[src/source/soc_pkg.sv]
/*
  Shared address map, bus widths and region type for the system harness.
  Imported by every RTL block that decodes or carries bus traffic.
*/
package soc_pkg;

  // ----------------------------------------
  // bus widths
  // ----------------------------------------
  localparam int unsigned AddrWidth   = 32;
  localparam int unsigned DataWidth   = 64;
  localparam int unsigned BeWidth     = DataWidth / 8;
  localparam int unsigned ByteOffBits = $clog2(BeWidth);

  typedef logic [AddrWidth-1:0] addr_t;
  typedef logic [DataWidth-1:0] data_t;
  typedef logic [BeWidth-1:0]   be_t;

  // ----------------------------------------
  // address map
  // ----------------------------------------
  localparam addr_t RomBase   = 32'h0001_0000;
  localparam addr_t RomLength = 32'h0000_1000;
  // only the first words of the rom hold code
  localparam int unsigned RomWords = 16;

  localparam addr_t ClintBase      = 32'h0200_0000;
  localparam addr_t ClintLength    = 32'h0000_C000;
  localparam addr_t MsipOffset     = 32'h0000_0000;
  localparam addr_t MtimecmpOffset = 32'h0000_4000;
  localparam addr_t MtimeOffset    = 32'h0000_BFF8;

  // dram length follows the NumWords parameter
  localparam addr_t DramBase = 32'h8000_0000;

  typedef enum logic [1:0] {
    REGION_ROM,
    REGION_CLINT,
    REGION_DRAM,
    REGION_NONE
  } region_e;

  // merge write data over an old word, one byte lane per enable bit
  function automatic data_t be_merge(data_t old_word, data_t new_word, be_t be);
    data_t res;
    res = old_word;
    for (int i = 0; i < BeWidth; i++) begin
      if (be[i]) res[i*8 +: 8] = new_word[i*8 +: 8];
    end
    return res;
  endfunction

endpackage
[src/source/mem_if.sv]
/*
  Strobe-based request port between the bus controller and one target.
  The target answers every request with read data one cycle later.
*/
`timescale 1ns/1ps

interface mem_if
  import soc_pkg::*;
();

  logic  req;
  logic  we;
  // word offset inside the target region
  addr_t addr;
  be_t   be;
  data_t wdata;
  data_t rdata;

  modport ctrl (
    output req, we, addr, be, wdata,
    input  rdata
  );

  modport mem (
    input  req, we, addr, be, wdata,
    output rdata
  );

endinterface

[src/source/bus_ctrl.sv]
/*
  Address decoder and response path of the harness bus.
  Forwards each request to one target and returns its response a cycle later.
*/
`timescale 1ns/1ps

module bus_ctrl
  import soc_pkg::*;
#(
  parameter int unsigned NumWords = 1024
) (
  input  logic  clk_i,
  input  logic  rst_ni,
  input  logic  bus_req_i,
  input  logic  bus_we_i,
  input  addr_t bus_addr_i,
  input  be_t   bus_be_i,
  input  data_t bus_wdata_i,
  output logic  rsp_valid_o,
  output logic  rsp_err_o,
  output data_t rsp_rdata_o,
  mem_if.ctrl   rom_bus,
  mem_if.ctrl   clint_bus,
  mem_if.ctrl   dram_bus
);

  localparam addr_t DramLength = addr_t'(NumWords * BeWidth);

  region_e region;
  addr_t   base;
  region_e region_q;
  logic    valid_q;
  logic    we_q;

  // ----------------------------------------
  // decode
  // ----------------------------------------
  always_comb begin
    region = REGION_NONE;
    base   = '0;
    if (bus_addr_i >= RomBase && bus_addr_i < RomBase + RomLength) begin
      region = REGION_ROM;
      base   = RomBase;
    end else if (bus_addr_i >= ClintBase && bus_addr_i < ClintBase + ClintLength) begin
      region = REGION_CLINT;
      base   = ClintBase;
    end else if (bus_addr_i >= DramBase && bus_addr_i < DramBase + DramLength) begin
      region = REGION_DRAM;
      base   = DramBase;
    end
  end

  // same payload to every target, only one strobe fires
  assign rom_bus.req   = bus_req_i && (region == REGION_ROM);
  assign clint_bus.req = bus_req_i && (region == REGION_CLINT);
  assign dram_bus.req  = bus_req_i && (region == REGION_DRAM);

  assign rom_bus.we    = bus_we_i;
  assign clint_bus.we  = bus_we_i;
  assign dram_bus.we   = bus_we_i;

  assign rom_bus.addr   = (bus_addr_i - base) >> ByteOffBits;
  assign clint_bus.addr = (bus_addr_i - base) >> ByteOffBits;
  assign dram_bus.addr  = (bus_addr_i - base) >> ByteOffBits;

  assign rom_bus.be   = bus_be_i;
  assign clint_bus.be = bus_be_i;
  assign dram_bus.be  = bus_be_i;

  assign rom_bus.wdata   = bus_wdata_i;
  assign clint_bus.wdata = bus_wdata_i;
  assign dram_bus.wdata  = bus_wdata_i;

  // ----------------------------------------
  // response
  // ----------------------------------------
  always_ff @(posedge clk_i or negedge rst_ni) begin
    if (!rst_ni) begin
      valid_q  <= 1'b0;
      we_q     <= 1'b0;
      region_q <= REGION_NONE;
    end else begin
      valid_q  <= bus_req_i;
      we_q     <= bus_we_i;
      region_q <= region;
    end
  end

  assign rsp_valid_o = valid_q;
  assign rsp_err_o   = valid_q && (region_q == REGION_NONE);

  // writes and errors answer with zero data
  always_comb begin
    rsp_rdata_o = '0;
    if (valid_q && !we_q) begin
      case (region_q)
        REGION_ROM:   rsp_rdata_o = rom_bus.rdata;
        REGION_CLINT: rsp_rdata_o = clint_bus.rdata;
        REGION_DRAM:  rsp_rdata_o = dram_bus.rdata;
        default:      rsp_rdata_o = '0;
      endcase
    end
  end

endmodule

[src/flat_wrapper.sv]
// flat-port wrapper written by rule: the top's interface ports become plain ports
module bus_ctrl_flat import soc_pkg::*;
#(
  parameter int unsigned NumWords = 1024
)
  (clk_i, rst_ni, bus_req_i, bus_we_i, bus_addr_i, bus_be_i, bus_wdata_i, rsp_valid_o, rsp_err_o, rsp_rdata_o, rom_bus_req, rom_bus_we, rom_bus_addr, rom_bus_be, rom_bus_wdata, rom_bus_rdata, clint_bus_req, clint_bus_we, clint_bus_addr, clint_bus_be, clint_bus_wdata, clint_bus_rdata, dram_bus_req, dram_bus_we, dram_bus_addr, dram_bus_be, dram_bus_wdata, dram_bus_rdata);
  mem_if rom_bus_i ();
  mem_if clint_bus_i ();
  mem_if dram_bus_i ();
  input  logic clk_i;
  input  logic rst_ni;
  input  logic bus_req_i;
  input  logic bus_we_i;
  input  addr_t bus_addr_i;
  input  be_t bus_be_i;
  input  data_t bus_wdata_i;
  output logic rsp_valid_o;
  output logic rsp_err_o;
  output data_t rsp_rdata_o;
  output wire logic [$bits(rom_bus_i.req)-1:0] rom_bus_req;
  output wire logic [$bits(rom_bus_i.we)-1:0] rom_bus_we;
  output wire logic [$bits(rom_bus_i.addr)-1:0] rom_bus_addr;
  output wire logic [$bits(rom_bus_i.be)-1:0] rom_bus_be;
  output wire logic [$bits(rom_bus_i.wdata)-1:0] rom_bus_wdata;
  input wire logic [$bits(rom_bus_i.rdata)-1:0] rom_bus_rdata;
  output wire logic [$bits(clint_bus_i.req)-1:0] clint_bus_req;
  output wire logic [$bits(clint_bus_i.we)-1:0] clint_bus_we;
  output wire logic [$bits(clint_bus_i.addr)-1:0] clint_bus_addr;
  output wire logic [$bits(clint_bus_i.be)-1:0] clint_bus_be;
  output wire logic [$bits(clint_bus_i.wdata)-1:0] clint_bus_wdata;
  input wire logic [$bits(clint_bus_i.rdata)-1:0] clint_bus_rdata;
  output wire logic [$bits(dram_bus_i.req)-1:0] dram_bus_req;
  output wire logic [$bits(dram_bus_i.we)-1:0] dram_bus_we;
  output wire logic [$bits(dram_bus_i.addr)-1:0] dram_bus_addr;
  output wire logic [$bits(dram_bus_i.be)-1:0] dram_bus_be;
  output wire logic [$bits(dram_bus_i.wdata)-1:0] dram_bus_wdata;
  input wire logic [$bits(dram_bus_i.rdata)-1:0] dram_bus_rdata;
  assign rom_bus_req = rom_bus_i.req;
  assign rom_bus_we = rom_bus_i.we;
  assign rom_bus_addr = rom_bus_i.addr;
  assign rom_bus_be = rom_bus_i.be;
  assign rom_bus_wdata = rom_bus_i.wdata;
  assign rom_bus_i.rdata = rom_bus_rdata;
  assign clint_bus_req = clint_bus_i.req;
  assign clint_bus_we = clint_bus_i.we;
  assign clint_bus_addr = clint_bus_i.addr;
  assign clint_bus_be = clint_bus_i.be;
  assign clint_bus_wdata = clint_bus_i.wdata;
  assign clint_bus_i.rdata = clint_bus_rdata;
  assign dram_bus_req = dram_bus_i.req;
  assign dram_bus_we = dram_bus_i.we;
  assign dram_bus_addr = dram_bus_i.addr;
  assign dram_bus_be = dram_bus_i.be;
  assign dram_bus_wdata = dram_bus_i.wdata;
  assign dram_bus_i.rdata = dram_bus_rdata;
  bus_ctrl #(.NumWords(NumWords)) u_core (.clk_i(clk_i), .rst_ni(rst_ni), .bus_req_i(bus_req_i), .bus_we_i(bus_we_i), .bus_addr_i(bus_addr_i), .bus_be_i(bus_be_i), .bus_wdata_i(bus_wdata_i), .rsp_valid_o(rsp_valid_o), .rsp_err_o(rsp_err_o), .rsp_rdata_o(rsp_rdata_o), .rom_bus(rom_bus_i), .clint_bus(clint_bus_i), .dram_bus(dram_bus_i));
endmodule
[config.mk]
export PLATFORM = sky130hd
export DESIGN_NAME = bus_ctrl_flat
export DESIGN_NICKNAME = d
export VERILOG_FILES = /design/src/source/soc_pkg.sv /design/src/source/mem_if.sv /design/src/source/bus_ctrl.sv /design/src/flat_wrapper.sv
export SDC_FILE = /design/constraint.sdc
export NUM_CORES = 1
export LEC_CHECK = 0
export ABC_CLOCK_PERIOD_IN_PS = 5950
export CORE_AREA = 2 2 264 266
export CTS_CLUSTER_DIAMETER = 40
export DETAILED_ROUTE_END_ITERATION = 16
export DIE_AREA = 0 0 266 268
export DONT_BUFFER_PORTS = 1
export HOLD_SLACK_MARGIN = 0.02
export SETUP_SLACK_MARGIN = 0.02
export SYNTH_ARGS = -nofsm -noshare
export SYNTH_HDL_FRONTEND = slang
export SYNTH_SLANG_ARGS = --single-unit
[constraint.sdc]
create_clock -name clk_i -period 5.95 [get_ports clk_i]
set_input_delay 0.2975 -clock clk_i [delete_from_list [all_inputs] [get_ports clk_i]]
set_output_delay 0.2975 -clock clk_i [all_outputs]
set_load 0.02 [all_outputs]
-- Word level (Yosys, flattened, before mapping)
Cells that the tools add are included.
- output and inout port bits: 384
- register bits after elaboration: 4
- muxes and demuxes: 8
- order comparisons: 6
- eq/ne operators: 5
- add/subtract/negate cells: 1
- reductions and logical operators: 11
- operators with widths (operator ; count):
    64-bit case mux with 3 select lines ; 1
    32-bit 2-to-1 mux ; 3
    64-bit 2-to-1 mux ; 1
    32-bit by 17-bit greater-or-equal comparator with 1-bit output (second input constant) ; 1
    32-bit by 26-bit greater-or-equal comparator with 1-bit output (second input constant) ; 1
    32-bit greater-or-equal comparator (second input constant) ; 1
    32-bit by 17-bit < comparator with 1-bit output (second input constant) ; 1
    32-bit by 26-bit < comparator with 1-bit output (second input constant) ; 1
    32-bit < comparator (second input constant) ; 1
    32-bit subtractor ; 1
    1-bit logical AND ; 8
    2-bit == test (second input constant) ; 3
    2-bit by 1-bit == test with 1-bit output (second input constant) ; 2
    2-bit logical NOT ; 2
    2-bit 2-to-1 mux ; 2
    1-bit logical NOT ; 1
    1-bit 2-to-1 mux ; 1

-- Depth between registers and ports, before layout
Gate-level depths: netlist (run 1).
- word-level depth: 7
- gate-level depth with buffers: 12
- mapped depth without buffers: 10

-- Worst setup path before layout (run 1)
No wires, ideal clock.
- kind: input-to-output
- start: input bus_addr_i[20]
- end: output dram_bus_addr[21]
- path slack: 2.348 ns
- arrival: 3.304 ns
- stages on the path: 12
- buffers on the path: 2
- path through: clkbuf_1 -> nor4_1 -> nand3_1 -> or2_2 -> nor2_1 -> ha_1 -> ha_1 -> or3b_4 -> or3_4 -> or3_4 -> xnor2_2 -> buf_4
- word-level cells in the longest chain between the ends: 5
- ends and longest elaborated chain (item ; RTL line ; RTL):
    from (decl) ; flat_wrapper.sv:14 ; input addr_t bus_addr_i;
    32-bit by 26-bit greater-or-equal comparator with 1-bit output / 32-bit by 26-bit < comparator with 1-bit output (equally long branches) ; bus_ctrl.sv:44 ; end else if (bus_addr_i >= ClintBase && bus_addr_i < ClintBase + ClintLength) begin
    1-bit logical AND ; bus_ctrl.sv:44 ;
    32-bit 2-to-1 mux ; bus_ctrl.sv:44 ;
    32-bit 2-to-1 mux ; bus_ctrl.sv:41 ; if (bus_addr_i >= RomBase && bus_addr_i < RomBase + RomLength) begin
    32-bit subtractor (*) ; - ;
    to (decl) ; flat_wrapper.sv:34 ; output wire logic [$bits(dram_bus_i.addr)-1:0] dram_bus_addr;
Every way passes the cells marked *; elsewhere a longest branch is shown, timed or not.

-- Worst setup path after layout (run 1)
- start: input bus_addr_i[23]
- end: output dram_bus_addr[27]
The elaborated chain is that of the path after synthesis.

==> results of run 1 <==
## power groups by stage
stage               Combinational [mW]  Clock (mW)  Sequential (mW)
global route                    0.0833       0.114           0.0301
floorplan                        0.340           0           0.0291
global placement                0.0775           0           0.0303
CTS                             0.0794       0.110           0.0301
detailed placement              0.0779           0           0.0303
finish                          0.0798       0.110           0.0297
## flip-flops by register name (all words and copies together), names as in the netlist
signal,cells
u_core.rsp_valid_o,1
u_core.region_q,2
u_core.we_q,1
## final cells by class
cell class	instances	area share, %
Multi-Input combinational cell	333	59.28
Timing Repair Buffer	10	2.370
Inverter	6	0.6562
Sequential cell	4	3.099
Tap cell	882	32.15
Clock buffer	4	2.297
Antenna cell	2	0.1458
## logic make-up (layout without fill, tap and decap cells)
| kind of cell | count (synthesis) | count (layout) |
|---|---|---|
| flip-flops | 4 | 4 |
| multiplexers | 64 | 64 |
| AO/OA/AOI/OAI | 74 | 74 |
| adder cells (fa/ha/maj) | 3 | 3 |
| AND/OR/NAND/NOR | 171 | 171 |
| XOR/XNOR | 12 | 12 |
| other | 1 | 11 |
| buffers and inverters | 335 | 20 |
## worst paths after layout
path,from,end,cells past startpoint
setup / recovery,bus_addr_i[23],dram_bus_addr[27],10
hold / removal,bus_req_i,u_core.rsp_valid_o$_DFF_PN0_,0
max in group asynchronous,rst_ni,u_core.region_q[0]$_DFF_PN1_,1
min in group asynchronous,rst_ni,u_core.rsp_valid_o$_DFF_PN0_,1
## routing by layer
| layer | routed length, um | track usage, % |
|---|---|---|
| met2 | 8601 | 7.875 |
| met1 | 5968 | 3.914 |
| met5 | 0 | 0 |
| met4 | 1026 | 2.642 |
| met3 | 2919 | 2.419 |
## synth_stat cells (2+ instances only)
cell type  count
and2_1         2
nand3_1        4
inv_1          6
nand3b_1       2
buf_4        299
dfstp_2        2
and3_1         2
a21oi_1       64
o21ai_0        3
xor2_1         3
mux2i_1       64
xnor2_1        8
nor4_1         3
buf_1          5
clkbuf_1      18
ha_1           3
nand2_1        7
nor3_1         6
dfrtp_1        2
nor2_1       134
buf_2          7
or3_4          2
## what timing repair did
| item | 4_1_cts | 5_1_grt |
|---|---|---|
| hold endpoints to repair | 4 | 0 |
| buffers inserted | 0 | 0 |
| hold buffers | 1 | 0 |
## critical path: stages
cell and delay (ns):
nor4_1 0.61, nand3_1 0.23, or2_2 0.35, nor2_1 0.10, ha_1 0.21, ha_1 0.20, or3b_4 0.43, o41ai_2 0.50
nand3_1 0.23, xnor2_2 0.82
## through the flow
| stage | instances | setup slack, ns | instance area [um2] |
|---|---|---|---|
| after floorplan | 672 | 2.348 | 4473 |
| after global placement | 1234 | 1.584 | 3338 |
| after detailed placement | 1234 | 1.619 | 3338 |
| after CTS | 1239 | 1.603 | 3427 |
| after global routing | 1240 | 1.366 | 3430 |
| final | 1241 | 1.663 | 3432 |
==> metrics.md, run 1 <==
| Metric | Value |
|---|---|
| Die Y | `268 um` |
| Final setup vio count | `0` |
| Critical path startpoint category | `input pin` |
| Slew Limit Fails | `0` |
| Dominant combinational cell family by area after synthesis | `buffers and inverters` |
| Pin count of the biggest net entering global routing | `66` |
| CP Capture Type | `output pin` |
| Die footprint | `71290 um2` |
| # H-tree levels | `1` |
| Gpl congestion | `0.7045` |
| Post-synthesis sequential area ratio | `2.309%` |
| Worst-Margin Slew | `1.158 ns` |
| Layout Utilization | `5.030%` |
| Grt total ovfl | `0` |
| Ports | `684` |
| WL/cell | `14.92 um` |
| Crit-path max FO | `4` |
| Routed Antenna Nets | `0` |
| Post-synth ARST share | `100.0%` |
| XOR/XNOR Fraction of Synth Area | `2.534%` |
| Dominant cells by area after synthesis | `buf_4 (51%), mux2i_1 (14%), nor2_1 (11%)` |
| Top FF cell, synth | `dfstp_2` |
| Die Span X | `266 um` |
| Most frequent cells in the layout | `nor2_1 (134), mux2i_1 (64), a21oi_1 (64)` |
| Placeable core region | `68230 um2` |
| RSZ-0062 raised after global routing | `no` |
| Post-cts gate resize count | `0` |
| Footprint of the multi-input gates | `2034 um2` |
| Leak pwr | `1.202 nW` |
| Fmax | `233.3 MHz` |
| Synth top area share | `50.52%` |
| Adder-Cell Fraction of Synth Area | `0.8448%` |
| Worst EP required | `5.65 ns` |
| Setup TNS | `0 ns` |
| Clock slew at reported path FFs | `0.03 ns` |
| Share of cells above drive strength 1 | `8.403%` |
| EDFF count, synth | `0` |
| Outcome | `completed` |
| Combinational power share | `36.3%` |
| Mapped Cells | `664` |
| Max-slew headroom | `22.79%` |
| Net total in the final layout | `661` |
| Library cells used by synthesis | `40` |
| Max cap viols | `0` |
| Drt first-iter violations | `73` |
| Maximum vdd drop | `0.1724 mV` |
| Max Buffers Root-to-Sink | `2` |
| Drt total wl | `18510 um` |
| Seq. cell area | `106.4 um2` |
| Register share of total power | `13.5%` |
| Post-route minimum period | `4.287 ns` |
| Pint | `0.1396 mW` |
| Vias per cell | `2.421` |
| Clock power frac | `50.2%` |
| Filler cell count | `8078` |
| Sw Pwr | `0.08015 mW` |
| Yosys reg bits | `4` |
| Synth Area in Compound Gates | `9.490%` |
| Tcrit/Tclk final | `72.05%` |
| DP HPWL | `15540 um` |
| Vias in the first global route | `2633` |
| Effective utilization at floorplan | `6.512%` |
| Total number of vias | `3005` |
| Hold Path Class | `in -> reg` |
| Crit path kind | `in -> out` |
| Area growth, synth to finish | `-22.75%` |
| PortBufs | `0` |
| Average size of a mapped cell | `6.691 um2` |
| CP arrival | `3.99 ns` |
| Initial antenna violation count | `3` |
| Clock sinks | `4` |
| PD cells | `64.03 nW/um2` |
| Num CTS Buffers | `3` |
| CTS tree | `built` |
| First-pass GRT wire length | `21560 um` |
| Synth Warn # | `0` |
| Mux contribution to synthesized area | `14.42%` |
| Hold Slack | `0.09952 ns` |
| CTS root buffer | `clkbuf_16` |
| Drc violations | `0` |
| Final Power | `0.2198 mW` |
| Sw Share | `36.47%` |
| Fin. Hold Viols | `0` |
| Most common cell after layout, fill and taps aside | `nor2_1` |
| Std cell rows | `96` |
| Post-Synth Simple-Gate Area | `16.56%` |
| Largest area contributor in the netlist | `buf_4` |
| Drt first pass iters | `4` |
| Total track usage | `4.415%` |
| Mapped cell area | `4443 um2` |
Power figures use the tool's default switching activity.
==> run 2: changes to the inputs <==
--- a/config.mk
+++ b/config.mk
@@ -5,11 +5,12 @@
 export SDC_FILE = /design/constraint.sdc
 export NUM_CORES = 1
 export LEC_CHECK = 0
-export ABC_CLOCK_PERIOD_IN_PS = 5950
-export CORE_AREA = 2 2 264 266
+export ABC_AREA = 1
+export ABC_CLOCK_PERIOD_IN_PS = 4500
+export CORE_AREA = 2 2 265 267
 export CTS_CLUSTER_DIAMETER = 40
 export DETAILED_ROUTE_END_ITERATION = 16
-export DIE_AREA = 0 0 266 268
+export DIE_AREA = 0 0 267 269
 export DONT_BUFFER_PORTS = 1
 export HOLD_SLACK_MARGIN = 0.02
 export SETUP_SLACK_MARGIN = 0.02
==> constraint.sdc (replaced) <==
create_clock -name clk_i -period 4.5 [get_ports clk_i]
set_input_delay 0.225 -clock clk_i [delete_from_list [all_inputs] [get_ports clk_i]]
set_output_delay 0.225 -clock clk_i [all_outputs]
set_load 0.02 [all_outputs]
==> metrics.md, run 2 <==
| Metric | Value |
|---|---|
| Tcrit/Tclk final | `62.07%` |
| Setup TNS | `0 ns (unchanged)` |
| Crit. Startpoint | `u_core.region_q[0]$_DFF_PN1_` |
| Drc violations | `0 (unchanged)` |
| Most common cell after layout, fill and taps aside | `nand2_1` |
| EDFF count, synth | `0 (unchanged)` |
| Die Y | `269 um (+0.37%)` |
| Synth Warn # | `0 (unchanged)` |
| Drt first-iter violations | `158 (+120%)` |
| Hold Path Class | `in -> reg` |
| Net total in the final layout | `873 (+32%)` |
| CTS root buffer | `clkbuf_16` |
| Worst EP required | `4.28 ns (-1.37 ns)` |
| Placeable core region | `69300 um2 (+1.6%)` |
| RSZ-0062 raised after global routing | `no` |
| Outcome | `completed` |
| Synth top area share | `48.78% (-1.7 points)` |
| Fin. Hold Viols | `0 (unchanged)` |
| M2 GR Usage | `9.607% (+1.7 points)` |
| # H-tree levels | `1 (unchanged)` |
| Total number of vias | `3905 (+30%)` |
| First-pass GRT wire length | `24050 um (+12%)` |
| Effective utilization at floorplan | `6.863% (+0.35 points)` |
| PD cells | `75.74 nW/um2 (+18%)` |
| WL/cell | `13.64 um (-8.6%)` |
| Count of hold-fix buffers inserted at cts | `1 (unchanged)` |
| Die Span X | `267 um (+0.38%)` |
| Post-CTS Setup Inserts | `0 (unchanged)` |
| Ports | `684 (unchanged)` |
| Crit-path max FO | `37 (+33)` |
| Worst-Margin Slew | `1.003 ns (-0.1552 ns)` |
| Total track usage | `4.930% (+0.51 points)` |
| Drt first pass iters | `4 (unchanged)` |
| Most frequent cells in the layout | `nand2_1 (305), inv_1 (93), nand3_1 (77)` |
| Post-cts gate resize count | `0 (unchanged)` |
| Layer with the highest usage | `met2` |
| Post-synth top cells | `buf_4 (309), nand2_1 (305), inv_1 (93)` |
| Layout Utilization | `5.445% (+0.41 points)` |
| Stages on the worst setup path | `7 (-3)` |
| CTS tree | `built` |
| Clock sinks | `4 (unchanged)` |
| Maximum vdd drop | `0.1258 mV (-27%)` |
| Yosys reg bits | `4 (unchanged)` |
| Initial antenna violation count | `10 (+7)` |
| Share of cells above drive strength 1 | `6.151% (-2.3 points)` |
| CP arrival | `2.57 ns (-1.42 ns)` |
| Die footprint | `71820 um2 (+0.75%)` |
| Mapped cell area | `4756 um2 (+7.0%)` |
| Crit path to | `rsp_rdata_o[42]` |
| Clock slew at reported path FFs | `0.03 ns (about the same)` |
| Vias in the first global route | `3280 (+25%)` |
| GR met3 Demand/Resource | `4.183% (+1.8 points)` |
| Design Area, Final | `3774 um2 (+10%)` |
| Top FF cell, synth | `dfstp_2` |
| Average size of a mapped cell | `5.492 um2 (-18%)` |
| Vias per cell | `2.584 (+6.7%)` |
| Final WS setup | `1.707 ns (+0.04339 ns)` |
| PortBufs | `0 (unchanged)` |
| Most frequent CP cell | `nand2_1` |
| Post-route minimum period | `2.793 ns` |
| Crit path kind | `reg -> out` |
| Mapped Cells | `866 (+30%)` |
| Max cap viols | `0 (unchanged)` |
| Post-synth ARST share | `100.0% (unchanged)` |
| Library cells used by synthesis | `23 (-43%)` |
| Flip-flop count of the largest register after layout | `2 (unchanged)` |
| Dominant cells by area after synthesis | `buf_4 (49%), nand2_1 (24%), nand3_1 (8.1%)` |
| Dpl ws | `1.914 ns (+0.2950 ns)` |
| Final setup vio count | `0 (unchanged)` |
| Slew Limit Fails | `0 (unchanged)` |
| Drt total wl | `20610 um (+11%)` |
| CP max stage cell | `inv_2` |
| Critical path startpoint category | `flip-flop` |
| Count leader, synth | `buf_4` |
| Grt total ovfl | `0 (unchanged)` |
| Critical Path Max Stage Delay | `0.66 ns (-0.16 ns)` |
| Std cell rows | `97 (+1.0%)` |
| Max Buffers Root-to-Sink | `2 (unchanged)` |
| Routed Antenna Nets | `0 (unchanged)` |
| Leak pwr | `1.773 nW (+47%)` |
| Post-DP Area | `3680 um2 (+10%)` |
| Fmax | `358.0 MHz` |
| Post-synthesis sequential area ratio | `2.157% (-0.15 points)` |
| Crit path buf inv count | `3 (+3)` |
| Pin count of the biggest net entering global routing | `59 (-11%)` |
| Hold Slack | `0.02867 ns (-0.07085 ns)` |
| Routing usage on met1 | `3.122% (-0.79 points)` |
| Crit-path cells | `nand2_1, inv_2, buf_4, nand2_1, nand3_1, nand2_1, inv_1` |
| Max-slew headroom | `32.97% (+10 points)` |
| CP Capture Type | `output pin` |
| Gpl congestion | `0.7913 (+12%)` |
| Biggest register | `u_core.region_q` |
| DP HPWL | `17070 um (+9.9%)` |
| Num CTS Buffers | `3 (unchanged)` |
| Delay-heaviest family, CP | `buffers and inverters` |
| Largest area contributor in the netlist | `buf_4` |
| Area growth, synth to finish | `-20.65%` |
-- run 2: power by group --
part	total [mW]	switching [mW]	internal, mW	leakage (nW)
registers	0.0386	0.00133	0.0372	0.0443
clock network	0.142	0.0250	0.117	0.0382
logic	0.105	0.0868	0.0185	1.69
total	0.286	0.113	0.173	1.77
-- run 2: worst min-delay path by stage --
stage          cells after the start  slack (ns)                           end       from
6_report                           0        0.03  u_core.rsp_valid_o$_DFF_PN0_  bus_req_i
5_1_grt                            0        0.02  u_core.rsp_valid_o$_DFF_PN0_  bus_req_i
4_1_cts                            0        0.03  u_core.rsp_valid_o$_DFF_PN0_  bus_req_i
3_5_place_dp                       0       -0.07         u_core.we_q$_DFF_PN0_     rst_ni
3_3_place_gp                       0       -0.07         u_core.we_q$_DFF_PN0_     rst_ni
2_1_floorplan                      0       -0.07  u_core.rsp_valid_o$_DFF_PN0_     rst_ni
-- run 2: layout make-up --
cell class,instances,area (um2)
Timing Repair Buffer,14,107.6
Antenna cell,2,5.005
Sequential cell,4,102.6
Multi-Input combinational cell,452,1947
Clock buffer,4,78.83
Fill cell,8242,65530
Tap cell,940,1176
Inverter,95,356.6
-- run 2: through the flow --
step / power (mW) / instances
6_report: 0.2858 / 1511
5_1_grt: 0.3017 / 1511
4_1_cts: 0.2902 / 1509
3_5_place_dp: 0.1447 / 1504
3_3_place_gp: 0.1446 / 1504
2_1_floorplan: 0.4841 / 874
-- run 2: cells by family (layout without fill, tap and decap cells) --
family | after synthesis | after routing | synth area share, %
fa+ha+maj | 3 | 3 | 0.7894
flops | 4 | 4 | 2.157
xor+xnor | 7 | 7 | 1.289
simple gates | 426 | 426 | 37.07
compound gates | 7 | 7 | 0.8682
other cells | 1 | 11 | 0.07885
buf+inv | 418 | 113 | 57.75
-- run 2: per-layer routing --
layer | vias to the layer above | wire length (um)
met3 | 49 | 4124
li1 | 1679 | -
met5 | - | 35
met2 | 535 | 10230
met1 | 1636 | 5393
met4 | 6 | 827
==> run 3: changes to the inputs <==
--- a/config.mk
+++ b/config.mk
@@ -5,12 +5,12 @@
 export SDC_FILE = /design/constraint.sdc
 export NUM_CORES = 1
 export LEC_CHECK = 0
-export ABC_AREA = 1
-export ABC_CLOCK_PERIOD_IN_PS = 4500
-export CORE_AREA = 2 2 265 267
+export ABC_AREA = 0
+export ABC_CLOCK_PERIOD_IN_PS = 2500
+export CORE_AREA = 2 2 264 266
 export CTS_CLUSTER_DIAMETER = 40
 export DETAILED_ROUTE_END_ITERATION = 16
-export DIE_AREA = 0 0 267 269
+export DIE_AREA = 0 0 266 268
 export DONT_BUFFER_PORTS = 1
 export HOLD_SLACK_MARGIN = 0.02
 export SETUP_SLACK_MARGIN = 0.02
==> constraint.sdc (replaced) <==
create_clock -name clk_i -period 2.5 [get_ports clk_i]
set_input_delay 0.125 -clock clk_i [delete_from_list [all_inputs] [get_ports clk_i]]
set_output_delay 0.125 -clock clk_i [all_outputs]
set_load 0.02 [all_outputs]
==> metrics.md, run 3 (same netlist as run 1, synthesis figures left out) <==
| Metric | Value |
|---|---|
| Dpl ws | `-0.4949 ns (-2.409 ns)` |
| Net total in the final layout | `770 (-12%)` |
| # H-tree levels | `1 (unchanged)` |
| First-pass GRT wire length | `23690 um (-1.5%)` |
| Clock slew at reported path FFs | `0.03 ns (about the same)` |
| PortBufs | `0 (unchanged)` |
| Crit path buf inv count | `1 (-2)` |
| Max Buffers Root-to-Sink | `2 (unchanged)` |
| Vias per cell | `2.486 (-3.8%)` |
| Max-slew headroom | `59.57% (+27 points)` |
| Routed Antenna Nets | `0 (unchanged)` |
| Effective utilization at floorplan | `6.512% (-0.35 points)` |
| Pin count of the biggest net entering global routing | `58 (-1.7%)` |
| CTS tree | `built` |
| Clock sinks | `4 (unchanged)` |
| CP arrival | `2.74 ns (+0.17 ns)` |
| Total number of vias | `3356 (-14%)` |
| Drt first-iter violations | `88 (-44%)` |
| Fmax | `348.7 MHz` |
| Maximum vdd drop | `0.09721 mV (-23%)` |
| Hold Startpoint | `bus_addr_i[31]` |
| PD cells | `127.5 nW/um2 (+68%)` |
| Die footprint | `71290 um2 (-0.74%)` |
| Crit. Startpoint | `bus_addr_i[31]` |
| CP max stage cell | `or4_4` |
| RSZ-0062 raised after global routing | `yes` |
| Total track usage | `4.770% (-0.16 points)` |
| CP Capture Type | `output pin` |
| Final setup vio count | `30 (+30)` |
| Failing checks | `negative setup slack` |
| Most common cell after layout, fill and taps aside | `nor2_1` |
| Seq. cell area | `110.1 um2 (+7.3%)` |
| Placeable core region | `68230 um2 (-1.6%)` |
| Tcrit/Tclk final | `114.7%` |
| Initial antenna violation count | `4 (-6)` |
| Crit path kind | `in -> out` |
| Register share of total power | `11.2% (-2.3 points)` |
| Die Span X | `266 um (-0.37%)` |
| Layout Utilization | `6.853% (+1.4 points)` |
| Biggest register | `u_core.region_q` |
| Share of cells above drive strength 1 | `33.48% (+27 points)` |
| Drc violations | `0 (unchanged)` |
| Leak pwr | `1.896 nW (+6.9%)` |
| Footprint of the multi-input gates | `2241 um2 (+15%)` |
| Sw Share | `33.49% (-6.1 points)` |
| Crit-path max FO | `3 (-92%)` |
| Pint | `0.3966 mW (+130%)` |
| DP HPWL | `16940 um (-0.75%)` |
| Vias in the first global route | `3050 (-7.0%)` |
| Ports | `684 (unchanged)` |
| Drt first pass iters | `4 (unchanged)` |
| Slew Limit Fails | `0 (unchanged)` |
| Sw Pwr | `0.1997 mW (+77%)` |
| Num CTS Buffers | `3 (unchanged)` |
| Worst EP required | `2.38 ns (-1.90 ns)` |
| Most frequent CP cell | `or3_4` |
| Area growth, synth to finish | `5.238%` |
| Clock power frac | `42.9% (-6.8 points)` |
| Outcome | `finished with violations` |
| Critical path startpoint category | `input pin` |
| Drt total wl | `19580 um (-5.0%)` |
| Hold Path Class | `in -> reg` |
| Post-route minimum period | `2.868 ns` |
| Gpl congestion | `0.7186 (-9.2%)` |
| Most frequent cells in the layout | `nor2_1 (132), buf_4 (94), mux2i_1 (64), a21oi_1 (64), buf_12 (15)` |
| Critical Path Max Stage Delay | `0.52 ns (-0.14 ns)` |
| Die Y | `268 um (-0.37%)` |
| Max cap viols | `0 (unchanged)` |
| Grt total ovfl | `0 (unchanged)` |
| Fin. Hold Viols | `0 (unchanged)` |
| Filler cell count | `8046 (-2.4%)` |
| Std cell rows | `96 (-1.0%)` |
| WL/cell | `14.51 um (+6.4%)` |
| Flip-flop count of the largest register after layout | `2 (unchanged)` |
| Delay-heaviest family, CP | `simple AND/OR/NAND/NOR gates` |
| Worst-Margin Slew | `0.6001 ns (-0.4029 ns)` |
| Crit-path cells | `or4_4, or2_4, nor2_2, ha_2, ha_4, or3b_4, or3_4, or3_4, xnor2_4, buf_12` |
| CTS root buffer | `clkbuf_16` |
| Combinational power share | `45.9% (+9.1 points)` |
| Final WS setup | `-0.3682 ns (-2.075 ns)` |
[run 3: cell types whose count changed in the layout (fill, tap and decap cells not counted), moves of 7 or more]
cell	previous run	this run
nor2_1	23	132
buf_12	0	15
mux2i_1	0	64
a21oi_1	3	64
nand2_1	305	5
nand3_1	77	1
buf_4	13	94
buf_6	0	7
inv_1	93	6
[run 3: final timing paths]
| path | endpoint | slack (ns) | cells after the start |
|---|---|---|---|
| worst max-delay path | dram_bus_addr[21] | -0.37 | 10 |
| worst min-delay path | u_core.region_q[0]$_DFF_PN1_ | 0.21 | 2 |
| max in group asynchronous | u_core.region_q[1]$_DFF_PN1_ | 2.00 | 1 |
| min in group asynchronous | u_core.we_q$_DFF_PN0_ | 0.23 | 1 |
[run 3: power groups by stage]
stage                     Clock, mW  Combinational (mW)  Sequential [mW]
final                         0.256               0.274           0.0670
after floorplan                   0               0.832           0.0693
after global routing          0.267               0.289           0.0672
after CTS                     0.259               0.273           0.0670
after detailed placement          0               0.257           0.0677
after global placement            0               0.256           0.0677
[run 3: layer usage]
| metal | wire, um | GRT usage (%) | vias up |
|---|---|---|---|
| met4 | 1015 | 2.536 | 6 |
| met3 | 3532 | 3.546 | 81 |
| met2 | 8991 | 8.122 | 428 |
| met1 | 5938 | 4.019 | 1401 |
| li1 | - | - | 1440 |
| met5 | 106 | 0.8108 | - |
[run 3: timing repair]
| item | CTS | global route |
|---|---|---|
| pin swaps | 11 | 8 |
| buffers inserted | 3 | 2 |
| hold buffers | 3 | 0 |
| gates resized for setup | 17 | 9 |
| endpoints found under the hold margin | 6 | 0 |
| setup endpoints to repair | 33 | 36 |
[run 3: through the flow]
stage	cell area [um2]	std cells	power (mW)	setup TNS, ns	hold WS (ns)
6_report	4676	1350	0.5964	-7.909	0.2064
2_1_floorplan	4648	672	0.9014	-8.448	-0.1706
3_5_place_dp	4378	1336	0.3243	-10.58	-0.1681
3_3_place_gp	4378	1336	0.3240	-10.76	-0.1682
5_1_grt	4673	1349	0.6229	-10.52	0.2501
4_1_cts	4607	1346	0.5992	-8.278	0.2007
[run 3: final cells by class]
| cell class | instances | area share [%] |
|---|---|---|
| Inverter | 6 | 0.4817 |
| Antenna cell | 2 | 0.1070 |
| Tap cell | 882 | 23.60 |
| Sequential cell | 4 | 2.355 |
| Timing Repair Buffer | 119 | 23.84 |
| Multi-Input combinational cell | 333 | 47.93 |
| Clock buffer | 4 | 1.686 |
